==> src/verilog/duckFieldPkg.sv <==
`default_nettype none

package duckFieldPkg;

	//////////////////////////////
	// Screen geometry
	//////////////////////////////
	localparam int CoordWidth = 10;

	typedef logic [CoordWidth-1:0] coord_t;

	localparam coord_t FieldMinX = 10'd0;
	localparam coord_t FieldMinY = 10'd0;
	localparam coord_t FieldMaxX = 10'd576;
	localparam coord_t FieldMaxY = 10'd236;
	localparam coord_t TopMarginY = 10'd5;	// Reflection thresholds
	localparam coord_t BottomMarginY = 10'd231;
	localparam coord_t SpawnY = 10'd300;	// Ducks rise out of the grass
	localparam coord_t GroundY = 10'd300;

	localparam coord_t StepLargeX = 10'd15;
	localparam coord_t StepSmallX = 10'd12;
	localparam coord_t StepLargeY = 10'd10;
	localparam coord_t StepSmallY = 10'd2;
	localparam coord_t FallStep = 10'd10;

	//////////////////////////////
	// Duck state
	//////////////////////////////
	typedef enum logic [2:0] {NW, W, NE, E, SW, SE} heading_t;

	typedef struct packed {
		coord_t x;
		coord_t y;
		heading_t heading;
		logic [1:0] color;	// Sprite color code
	} duckState_t;

	typedef struct packed {
		coord_t startX;
		logic [1:0] direction;	// Only the four upward headings
		logic [1:0] color;
		logic [1:0] repeats;	// Steps before a random turn
	} spawnSeed_t;

	typedef enum logic [2:0] {Hold, Spawn, Move, Turn, Reflect, Fall} motionCmd_t;

endpackage

`default_nettype wire

==> src/verilog/duckSpritePkg.sv <==
`default_nettype none

package duckSpritePkg;

	typedef enum logic [1:0] {Black, Red, Pink} duckColor_t;

	localparam int FrameWidth = 6;

	//////////////////////////////
	// Frame bases by color
	//////////////////////////////
	// Entry 3 repeats Black
	localparam logic [3:0][FrameWidth-1:0] FlyBaseNwSw = {6'd11, 6'd51, 6'd31, 6'd11};
	localparam logic [3:0][FrameWidth-1:0] FlyBaseW = {6'd15, 6'd55, 6'd35, 6'd15};
	localparam logic [3:0][FrameWidth-1:0] FlyBaseNeSe = {6'd0, 6'd40, 6'd20, 6'd0};
	localparam logic [3:0][FrameWidth-1:0] FlyBaseE = {6'd4, 6'd44, 6'd24, 6'd4};
	localparam logic [3:0][FrameWidth-1:0] ShockWest = {6'd19, 6'd59, 6'd39, 6'd19};
	localparam logic [3:0][FrameWidth-1:0] ShockEast = {6'd8, 6'd48, 6'd28, 6'd8};
	localparam logic [3:0][FrameWidth-1:0] FallWest = {6'd10, 6'd50, 6'd29, 6'd10};
	localparam logic [3:0][FrameWidth-1:0] FallEast = {6'd9, 6'd49, 6'd30, 6'd9};

	typedef enum logic [2:0] {Idle, Flying, Bouncing, Shocked, Falling, Over} playMode_t;

	typedef struct packed {
		playMode_t mode;
		logic [3:0] duckNumber;	// Ducks spawned so far
		logic [9:0] kills;	// One bit per duck
	} gameStatus_t;

	localparam int NumDucks = 10;
	localparam int HitHoldCycles = 15;
	localparam int BounceCooldown = 4;
	localparam int RepeatBias = 3;

endpackage

`default_nettype wire

==> src/verilog/duckHuntTop.sv <==
`timescale 1ns/1ps
`default_nettype none

module duckHuntTop
(
	input  logic ANIM_Clk,
	input  logic Reset,
	input  logic run,
	input  logic shotReq,
	input  duckFieldPkg::spawnSeed_t spawnSeed,
	output logic shotAck,
	output duckFieldPkg::duckState_t duck,
	output duckSpritePkg::gameStatus_t status,
	output logic [duckSpritePkg::FrameWidth-1:0] duckFrame
);
	import duckFieldPkg::*;

	logic shotPending;
	logic shotTaken;
	motionCmd_t motionCmd;
	logic wallContact;
	logic landed;

	shotReceiver u_shotReceiver (	// Gun side
		.ANIM_Clk(ANIM_Clk),
		.Reset(Reset),
		.shotReq(shotReq),
		.shotTaken(shotTaken),
		.shotAck(shotAck),
		.shotPending(shotPending)
	);

	flightSequencer u_flightSequencer (
		.ANIM_Clk(ANIM_Clk),
		.Reset(Reset),
		.run(run),
		.shotPending(shotPending),
		.repeats(spawnSeed.repeats),
		.wallContact(wallContact),
		.landed(landed),
		.shotTaken(shotTaken),
		.motionCmd(motionCmd),
		.status(status)
	);

	duckMotion u_duckMotion (
		.ANIM_Clk(ANIM_Clk),
		.Reset(Reset),
		.motionCmd(motionCmd),
		.spawnSeed(spawnSeed),
		.duck(duck),
		.wallContact(wallContact),
		.landed(landed)
	);

	spriteFrameSelect u_spriteFrameSelect (	// Video side
		.ANIM_Clk(ANIM_Clk),
		.Reset(Reset),
		.status(status),
		.duck(duck),
		.duckFrame(duckFrame)
	);

endmodule

`default_nettype wire

==> src/verilog/duckMotion.sv <==
`timescale 1ns/1ps
`default_nettype none

module duckMotion
(
	input  logic ANIM_Clk,
	input  logic Reset,
	input  duckFieldPkg::motionCmd_t motionCmd,
	input  duckFieldPkg::spawnSeed_t spawnSeed,
	output duckFieldPkg::duckState_t duck,
	output logic wallContact,
	output logic landed
);
	import duckFieldPkg::*;

	coord_t stepX, stepY;
	heading_t seedHeading;
	heading_t bounceHeading;
	logic [1:0] seedColor;

	// Upward headings turn down at the top, everything else mirrors sideways
	function automatic heading_t reflectHeading(input heading_t h, input coord_t y);
		heading_t r;
		case (h)
			NW: r = (y <= TopMarginY) ? SW : NE;
			W: r = (y <= TopMarginY) ? SW : E;
			NE: r = (y <= TopMarginY) ? SE : NW;
			E: r = (y <= TopMarginY) ? SE : W;
			SW: r = (y >= BottomMarginY) ? NW : SE;
			SE: r = (y >= BottomMarginY) ? NE : SW;
			default: r = h;
		endcase
		return r;
	endfunction

	assign seedHeading = heading_t'({1'b0, spawnSeed.direction});
	assign seedColor = (spawnSeed.color == 2'd3) ? 2'd0 : spawnSeed.color;	// Code 3 is Black
	assign bounceHeading = reflectHeading(duck.heading, duck.y);

	//////////////////////////////
	// One flight step
	//////////////////////////////
	always_comb
	begin
		stepX = duck.x;
		stepY = duck.y;
		case (duck.heading)
			NW:
			begin
				stepX = duck.x - StepSmallX;
				stepY = duck.y - StepLargeY;
			end
			W:
			begin
				stepX = duck.x - StepLargeX;
				stepY = duck.y - StepSmallY;	// Shallow climb
			end
			NE:
			begin
				stepX = duck.x + StepSmallX;
				stepY = duck.y - StepLargeY;
			end
			E:
			begin
				stepX = duck.x + StepLargeX;
				stepY = duck.y - StepSmallY;
			end
			SW:
			begin
				stepX = duck.x - StepSmallX;
				stepY = duck.y + StepLargeY;
			end
			SE:
			begin
				stepX = duck.x + StepSmallX;
				stepY = duck.y + StepLargeY;
			end
			default: ;
		endcase
	end

	always_ff @(posedge ANIM_Clk or posedge Reset)
	begin
		if (Reset)
		begin
			duck.x <= 10'd400;	// Parked in the grass
			duck.y <= SpawnY;
			duck.heading <= NW;
			duck.color <= 2'd0;
		end
		else
		begin
			case (motionCmd)
				Spawn:
				begin
					duck.x <= spawnSeed.startX;
					duck.y <= SpawnY;
					duck.heading <= seedHeading;
					duck.color <= seedColor;
				end
				Move:
				begin
					duck.x <= stepX;
					duck.y <= stepY;
				end
				Turn: duck.heading <= seedHeading;
				Reflect: duck.heading <= bounceHeading;
				Fall: duck.y <= duck.y + FallStep;
				default: ;
			endcase
		end
	end

	assign wallContact = (duck.x <= FieldMinX) || (duck.x >= FieldMaxX) ||
		(duck.y <= FieldMinY) || (duck.y >= FieldMaxY);
	assign landed = (duck.y > GroundY);

endmodule

`default_nettype wire

==> src/verilog/flightSequencer.sv <==
`timescale 1ns/1ps
`default_nettype none

module flightSequencer
(
	input  logic ANIM_Clk,
	input  logic Reset,
	input  logic run,
	input  logic shotPending,
	input  logic [1:0] repeats,
	input  logic wallContact,
	input  logic landed,
	output logic shotTaken,
	output duckFieldPkg::motionCmd_t motionCmd,
	output duckSpritePkg::gameStatus_t status
);
	import duckFieldPkg::*;
	import duckSpritePkg::*;

	playMode_t mode, modeNext;
	logic startArmed;
	logic [3:0] duckNumber;
	logic [9:0] kills;
	logic [2:0] flyCount;	// Moves since the last turn
	logic [2:0] cooldown;
	logic [3:0] holdCount;
	logic [2:0] flyLimit;
	logic lastDuck;

	assign flyLimit = {1'b0, repeats} + 3'(RepeatBias);
	assign lastDuck = (duckNumber >= 4'(NumDucks));
	assign status = '{mode: mode, duckNumber: duckNumber, kills: kills};

	//////////////////////////////
	// Next mode and motion command
	//////////////////////////////
	always_comb
	begin
		modeNext = mode;
		motionCmd = Hold;
		shotTaken = 1'b0;
		case (mode)
			Idle:
			begin
				if (startArmed)
				begin
					motionCmd = Spawn;	// First duck
					modeNext = Flying;
				end
			end
			Flying:
			begin
				shotTaken = shotPending;
				if (shotPending)
					modeNext = Shocked;	// Hit, position holds
				else if (wallContact && (cooldown == 3'd0))
				begin
					motionCmd = Reflect;
					modeNext = Bouncing;
				end
				else if (flyCount == flyLimit)
					motionCmd = Turn;
				else
					motionCmd = Move;
			end
			Bouncing:
			begin
				shotTaken = shotPending;	// Miss
				modeNext = Flying;
			end
			Shocked:
			begin
				shotTaken = shotPending;
				if (holdCount == 4'(HitHoldCycles - 1))
					modeNext = Falling;
			end
			Falling:
			begin
				shotTaken = shotPending;
				if (landed)
				begin
					if (lastDuck)
						modeNext = Over;
					else
					begin
						motionCmd = Spawn;	// Next duck comes straight up
						modeNext = Flying;
					end
				end
				else
					motionCmd = Fall;
			end
			default: ;	// Over holds until reset
		endcase
	end

	//////////////////////////////
	// Counters and tally
	//////////////////////////////
	always_ff @(posedge ANIM_Clk or posedge Reset)
	begin
		if (Reset)
		begin
			mode <= Idle;
			startArmed <= 1'b0;
			duckNumber <= 4'd0;
			kills <= 10'd0;
			flyCount <= 3'd0;
			cooldown <= 3'd0;
			holdCount <= 4'd0;
		end
		else
		begin
			mode <= modeNext;
			startArmed <= (mode == Idle) && run && !startArmed;	// One cycle of delay before spawn
			case (motionCmd)
				Spawn:
				begin
					duckNumber <= duckNumber + 4'd1;
					flyCount <= 3'd0;
					cooldown <= 3'd0;
				end
				Move:
				begin
					flyCount <= flyCount + 3'd1;
					if (cooldown != 3'd0)
						cooldown <= cooldown - 3'd1;
				end
				Turn: flyCount <= 3'd0;
				Reflect: cooldown <= 3'(BounceCooldown);
				default: ;
			endcase
			if (mode == Shocked)
				holdCount <= holdCount + 4'd1;
			else
				holdCount <= 4'd0;
			if ((mode == Falling) && landed)
				kills[duckNumber - 4'd1] <= 1'b1;	// Duck numbers start at 1
		end
	end

endmodule

`default_nettype wire

==> src/verilog/shotReceiver.sv <==
`timescale 1ns/1ps
`default_nettype none

module shotReceiver
(
	input  logic ANIM_Clk,
	input  logic Reset,
	input  logic shotReq,
	input  logic shotTaken,
	output logic shotAck,
	output logic shotPending
);

	typedef enum logic {AckLow, AckHigh} ackState_t;

	ackState_t ackState, ackNext;
	logic newShot;

	always_comb
	begin
		ackNext = ackState;
		case (ackState)
			AckLow: if (shotReq) ackNext = AckHigh;
			AckHigh: if (!shotReq) ackNext = AckLow;
			default: ackNext = AckLow;
		endcase
	end

	assign newShot = (ackState == AckLow) && shotReq;	// Rising phase of the handshake
	assign shotAck = (ackState == AckHigh);

	always_ff @(posedge ANIM_Clk or posedge Reset)
	begin
		if (Reset)
		begin
			ackState <= AckLow;
			shotPending <= 1'b0;
		end
		else
		begin
			ackState <= ackNext;
			if (newShot)
				shotPending <= 1'b1;	// A fresh shot wins over a take
			else if (shotTaken)
				shotPending <= 1'b0;
		end
	end

endmodule

`default_nettype wire

==> src/verilog/spriteFrameSelect.sv <==
`timescale 1ns/1ps
`default_nettype none

module spriteFrameSelect
(
	input  logic ANIM_Clk,
	input  logic Reset,
	input  duckSpritePkg::gameStatus_t status,
	input  duckFieldPkg::duckState_t duck,
	output logic [duckSpritePkg::FrameWidth-1:0] duckFrame
);
	import duckFieldPkg::*;
	import duckSpritePkg::*;

	logic [1:0] flap;	// Wing position
	duckColor_t color;
	logic westGoing;
	logic [FrameWidth-1:0] flyBase;
	logic [FrameWidth-1:0] frameNext;

	assign color = duckColor_t'(duck.color);
	assign westGoing = (duck.heading == NW) || (duck.heading == W) || (duck.heading == SW);

	always_comb
	begin
		case (duck.heading)
			NW, SW: flyBase = FlyBaseNwSw[color];
			W: flyBase = FlyBaseW[color];
			NE, SE: flyBase = FlyBaseNeSe[color];
			E: flyBase = FlyBaseE[color];
			default: flyBase = '0;
		endcase
	end

	//////////////////////////////
	// Frame lookup by pose
	//////////////////////////////
	always_comb
	begin
		case (status.mode)
			Flying: frameNext = flyBase + {4'd0, flap};
			Bouncing: frameNext = flyBase;	// Wings held during the turn
			Shocked: frameNext = westGoing ? ShockWest[color] : ShockEast[color];
			Falling: frameNext = westGoing ? FallWest[color] : FallEast[color];
			default: frameNext = '0;
		endcase
	end

	always_ff @(posedge ANIM_Clk or posedge Reset)
	begin
		if (Reset)
		begin
			flap <= 2'd0;
			duckFrame <= '0;
		end
		else
		begin
			if (status.mode == Flying)
				flap <= flap + 2'd1;	// Wraps after four frames
			else
				flap <= 2'd0;
			duckFrame <= frameNext;
		end
	end

endmodule

`default_nettype wire
==> config.mk <==
export PLATFORM = sky130hd
export DESIGN_NAME = duckHuntTop
export DESIGN_NICKNAME = d
export VERILOG_FILES = /design/src/verilog/duckFieldPkg.sv /design/src/verilog/duckSpritePkg.sv /design/src/verilog/duckHuntTop.sv /design/src/verilog/duckMotion.sv /design/src/verilog/flightSequencer.sv /design/src/verilog/shotReceiver.sv /design/src/verilog/spriteFrameSelect.sv
export SDC_FILE = /design/constraint.sdc
export NUM_CORES = 1
export LEC_CHECK = 0
export BUFFER_PORTS_ARGS = -buffer_cell sky130_fd_sc_hd__buf_2
export CORE_ASPECT_RATIO = 2
export CORE_MARGIN = 4
export CORE_UTILIZATION = 60
export CTS_BUF_LIST = sky130_fd_sc_hd__clkbuf_4 sky130_fd_sc_hd__clkbuf_8
export DETAILED_ROUTE_END_ITERATION = 8
export PLACE_DENSITY = 0.83
export SLEW_MARGIN = 20
export SYNTH_ARGS = -nofsm -noshare
export SYNTH_HDL_FRONTEND = slang
export SYNTH_HIERARCHICAL = 1
export SYNTH_SLANG_ARGS = --single-unit
==> constraint.sdc <==
create_clock -name ANIM_Clk -period 3.7 [get_ports ANIM_Clk]
set_input_delay 0.925 -clock ANIM_Clk [delete_from_list [all_inputs] [get_ports ANIM_Clk]]
set_output_delay 0.925 -clock ANIM_Clk [all_outputs]
set_load 0.01 [all_outputs]
==> reports/qor.txt <==
Status: finished, final reports clean
Hold-fix buffers at CTS: 0
VDD IR max: 0.518 mV
HPWL after DPL: 9850 um
Slowest cell on crit path: or4_1
Seq/Total Area, Yosys: 32.1%
Design area: 5480 um2
Vias in the first global route: 4,330
Max-Cap Viols: 0
CP most frequent cell: nand2_1
Setup-failing EPs final: 0
FFs w/ async S/R, synth: 100%
Worst-skew pair later-pin latency: 0.35 ns
Worst Path Class, Setup: reg2reg
Most common cell after layout, fill and taps aside: buf_2
Post-route setup TNS: 0 ns
Share of layout cells above drive strength 1: 22.3%
Leakage: 2.54 nW
YS warnings: 6
Tmin final: 3.47 ns
Placed inst area: 5300 um2
Routability cong.: 0.903
CP peak stage delay: 0.50 ns
Clk_skew: 0.0103 ns
Most frequent cells in the layout: 67 x buf_2, 55 x dfrtp_1, 44 x nand2_1, 44 x o21ai_0, 41 x nor2_1
Die Wd: 71.7 um
Most crowded layer after global routing: met2
Mapped Nets: 610
CP Buf/Inv Count: 1
Routed length per instance: 17.7 um
Rows: 46
Met2 Use GR: 49.9%
Total CTS buffers: 9
Port bufs: 67
Detailed Routing Iterations Pass 1: 5
R2R Path End: u_duckMotion/duck[13]
Residual DRC: 0
Max-slew violation count: 0
First-pass GRT wire length: 20,300 um
Height of the chip: 135 um
Layout Nets: 680
Pwr per Cell Area: 992 nW/um2
Worst reg-to-reg path cell count: 14
Initial DRC Count: 249
Synth Flop Type: dfrtp_1
Worst slew pin tran: 0.978 ns
CTS Sinks: 62
Final antenna-violating net count: 0
Final wirelength: 12,800 um
Period utilisation layout: 93.8%
Reg2reg start: u_duckMotion/duck[20]
Crit. End Element: register
# fillers: 637
Synthesized cell area: 4860 um2
HP Class: in2async
Clk root buf: clkbuf_8
Reg clk slew, reported paths: 0.07 ns
Max Root-Sink Buffers: 2
Largest net degree at the start of global routing: 29
EDFF count, synth: 0
Family with the most delay on the worst path: simple AND/OR/NAND/NOR gates
Area growth, synth to finish: 12.7%
CP Cell Sequence: or4_1, nor4_1, mux2i_1, nand4_1, nand2_1, nand2_1, inv_1, o2bb2ai_2, or3b_4, nor2_2, nor3_1, a31oi_1, a21oi_1, o22a_1
CTS tree: built
Slew headroom: 34.4%
Mean Syn Cell Area: 8.78 um2
Final Hold Violating Endpoints: 0
Critical Path RT: 3.97 ns
Total Power: 0.00544 W
Total global-route track usage: 26.5%
H-Tree Depth: 3
Final core utilization: 69.0%
N_diodes: 0
Via count: 4,485
Initial Utilization: 61.2%
Worst EP arrival: 3.74 ns
Full die area: 9700 um2
IO Count: 69
Core box area: 7940 um2
RSZ-0062 raised after global routing: no
GR Overflow Total: 0
Synth Register Bits: 62
Critical Path Source: u_duckMotion/duck[20]
Fmax: 288 MHz
CP Launch Type: register
Initial antenna violation count: 0
Netlist cell types: 83
Cells after synthesis: 554
Global-route met3 utilization: 3.94%
Via density: 6.19
Met1 usage: 26.5%
Worst-path fanout max: 8
Reg2Reg Setup Slack: 0.23 ns
-- cell families after synthesis --
kind of cell | after synthesis | share of synthesized area (%)
AOI/OAI and AO/OA | 170 | 24.1
xor gates and xnor gates | 29 | 5.22
adders and majority gates | 36 | 9.73
buffers and inverters | 56 | 5.25
DFF | 62 | 32.1
muxes | 11 | 2.47
other | 1 | 0.0771
and+or+nand+nor | 189 | 21.1
-- where the power goes --
part	internal [W]	leakage (nW)	switching, W	total, W
Clock	0.000274	0.0892	0.000258	0.000532
Combinational	0.00152	1.67	0.00208	0.00360
Sequential	0.000964	0.780	0.000343	0.00131
-- layout make-up --
cell class	count	area, um2	share of cell area, %
clock buffer	12	153	2.78
clock inverter	4	25.0	0.457
inverter	34	128	2.33
multi-input combinational	436	3060	55.7
sequential	62	1560	28.5
tap	96	120	2.19
timing repair buffer	81	440	8.03
-- what timing repair did --
action,CTS,global route
hold endpoints to repair,0,0
resized for setup,0,2
buffers inserted,0,0
endpoints found under the setup margin,0,7
-- per-layer routing --
metal,vias to the layer above,part of all wire (%)
met4,0,4.7
met2,170,56
met3,48,4.3
li1,2131,-
met1,2136,35
met5,-,0
-- registers in the layout, summed over array words and instances (netlist names) --
signal	cells
u_flightSequencer/cooldown	3
u_flightSequencer/startArmed	1
u_flightSequencer/flyCount	3
u_spriteFrameSelect/duckFrame	6
u_shotReceiver/shotPending	1
u_shotReceiver/shotAck	1
u_flightSequencer/kills	10
u_flightSequencer/holdCount	4
u_flightSequencer/mode	3
u_duckMotion/duck	24
u_spriteFrameSelect/flap	2
u_flightSequencer/duckNumber	4
-- Yosys cell counts, types with 5 or more instances --
master / n / share of area, %
a21o_1: 8 / 1.2
xnor2_1: 22 / 4.0
dfstp_2: 7 / 3.8
or2_2: 7 / 0.90
xor2_1: 7 / 1.3
clkbuf_1: 8 / 0.62
a211oi_1: 7 / 1.1
and3_1: 5 / 0.64
nor2_1: 41 / 3.2
ha_1: 33 / 8.5
o21ai_0: 44 / 4.5
o21bai_1: 13 / 2.0
buf_2: 8 / 0.82
nor2b_1: 10 / 1.3
inv_1: 34 / 2.6
nand3_1: 18 / 1.9
dfrtp_1: 55 / 28
or3_1: 9 / 1.2
o211ai_1: 8 / 1.2
mux2i_1: 6 / 1.2
nand2b_1: 12 / 1.5
nand3b_1: 7 / 1.1
nor3_1: 8 / 0.82
nand2_1: 44 / 3.4
a21oi_1: 34 / 3.5
-- per-stage QoR --
| stage | hold WS (ns) | instances | setup slack (ns) |
|---|---|---|---|
| after CTS | 0.433 | 725 | 0.174 |
| after global placement | 0.453 | 709 | 0.267 |
| final | 0.449 | 725 | 0.231 |
| after global routing | 0.449 | 725 | 0.000760 |
| after floorplan | 0.453 | 554 | 0.568 |
| after detailed placement | 0.456 | 709 | 0.140 |
-- worst max path at each step --
stage	end	slack (ns)	cells after the start
CTS	u_duckMotion/duck[23]	0.17	14
floorplan	u_duckMotion/duck[24]	0.57	12
global placement	u_duckMotion/duck[23]	0.27	12
global route	u_duckMotion/duck[13]	0.0008	14
detailed placement	u_duckMotion/duck[23]	0.14	12
finish	u_duckMotion/duck[13]	0.23	14
(Power assumes the default switching activity.)
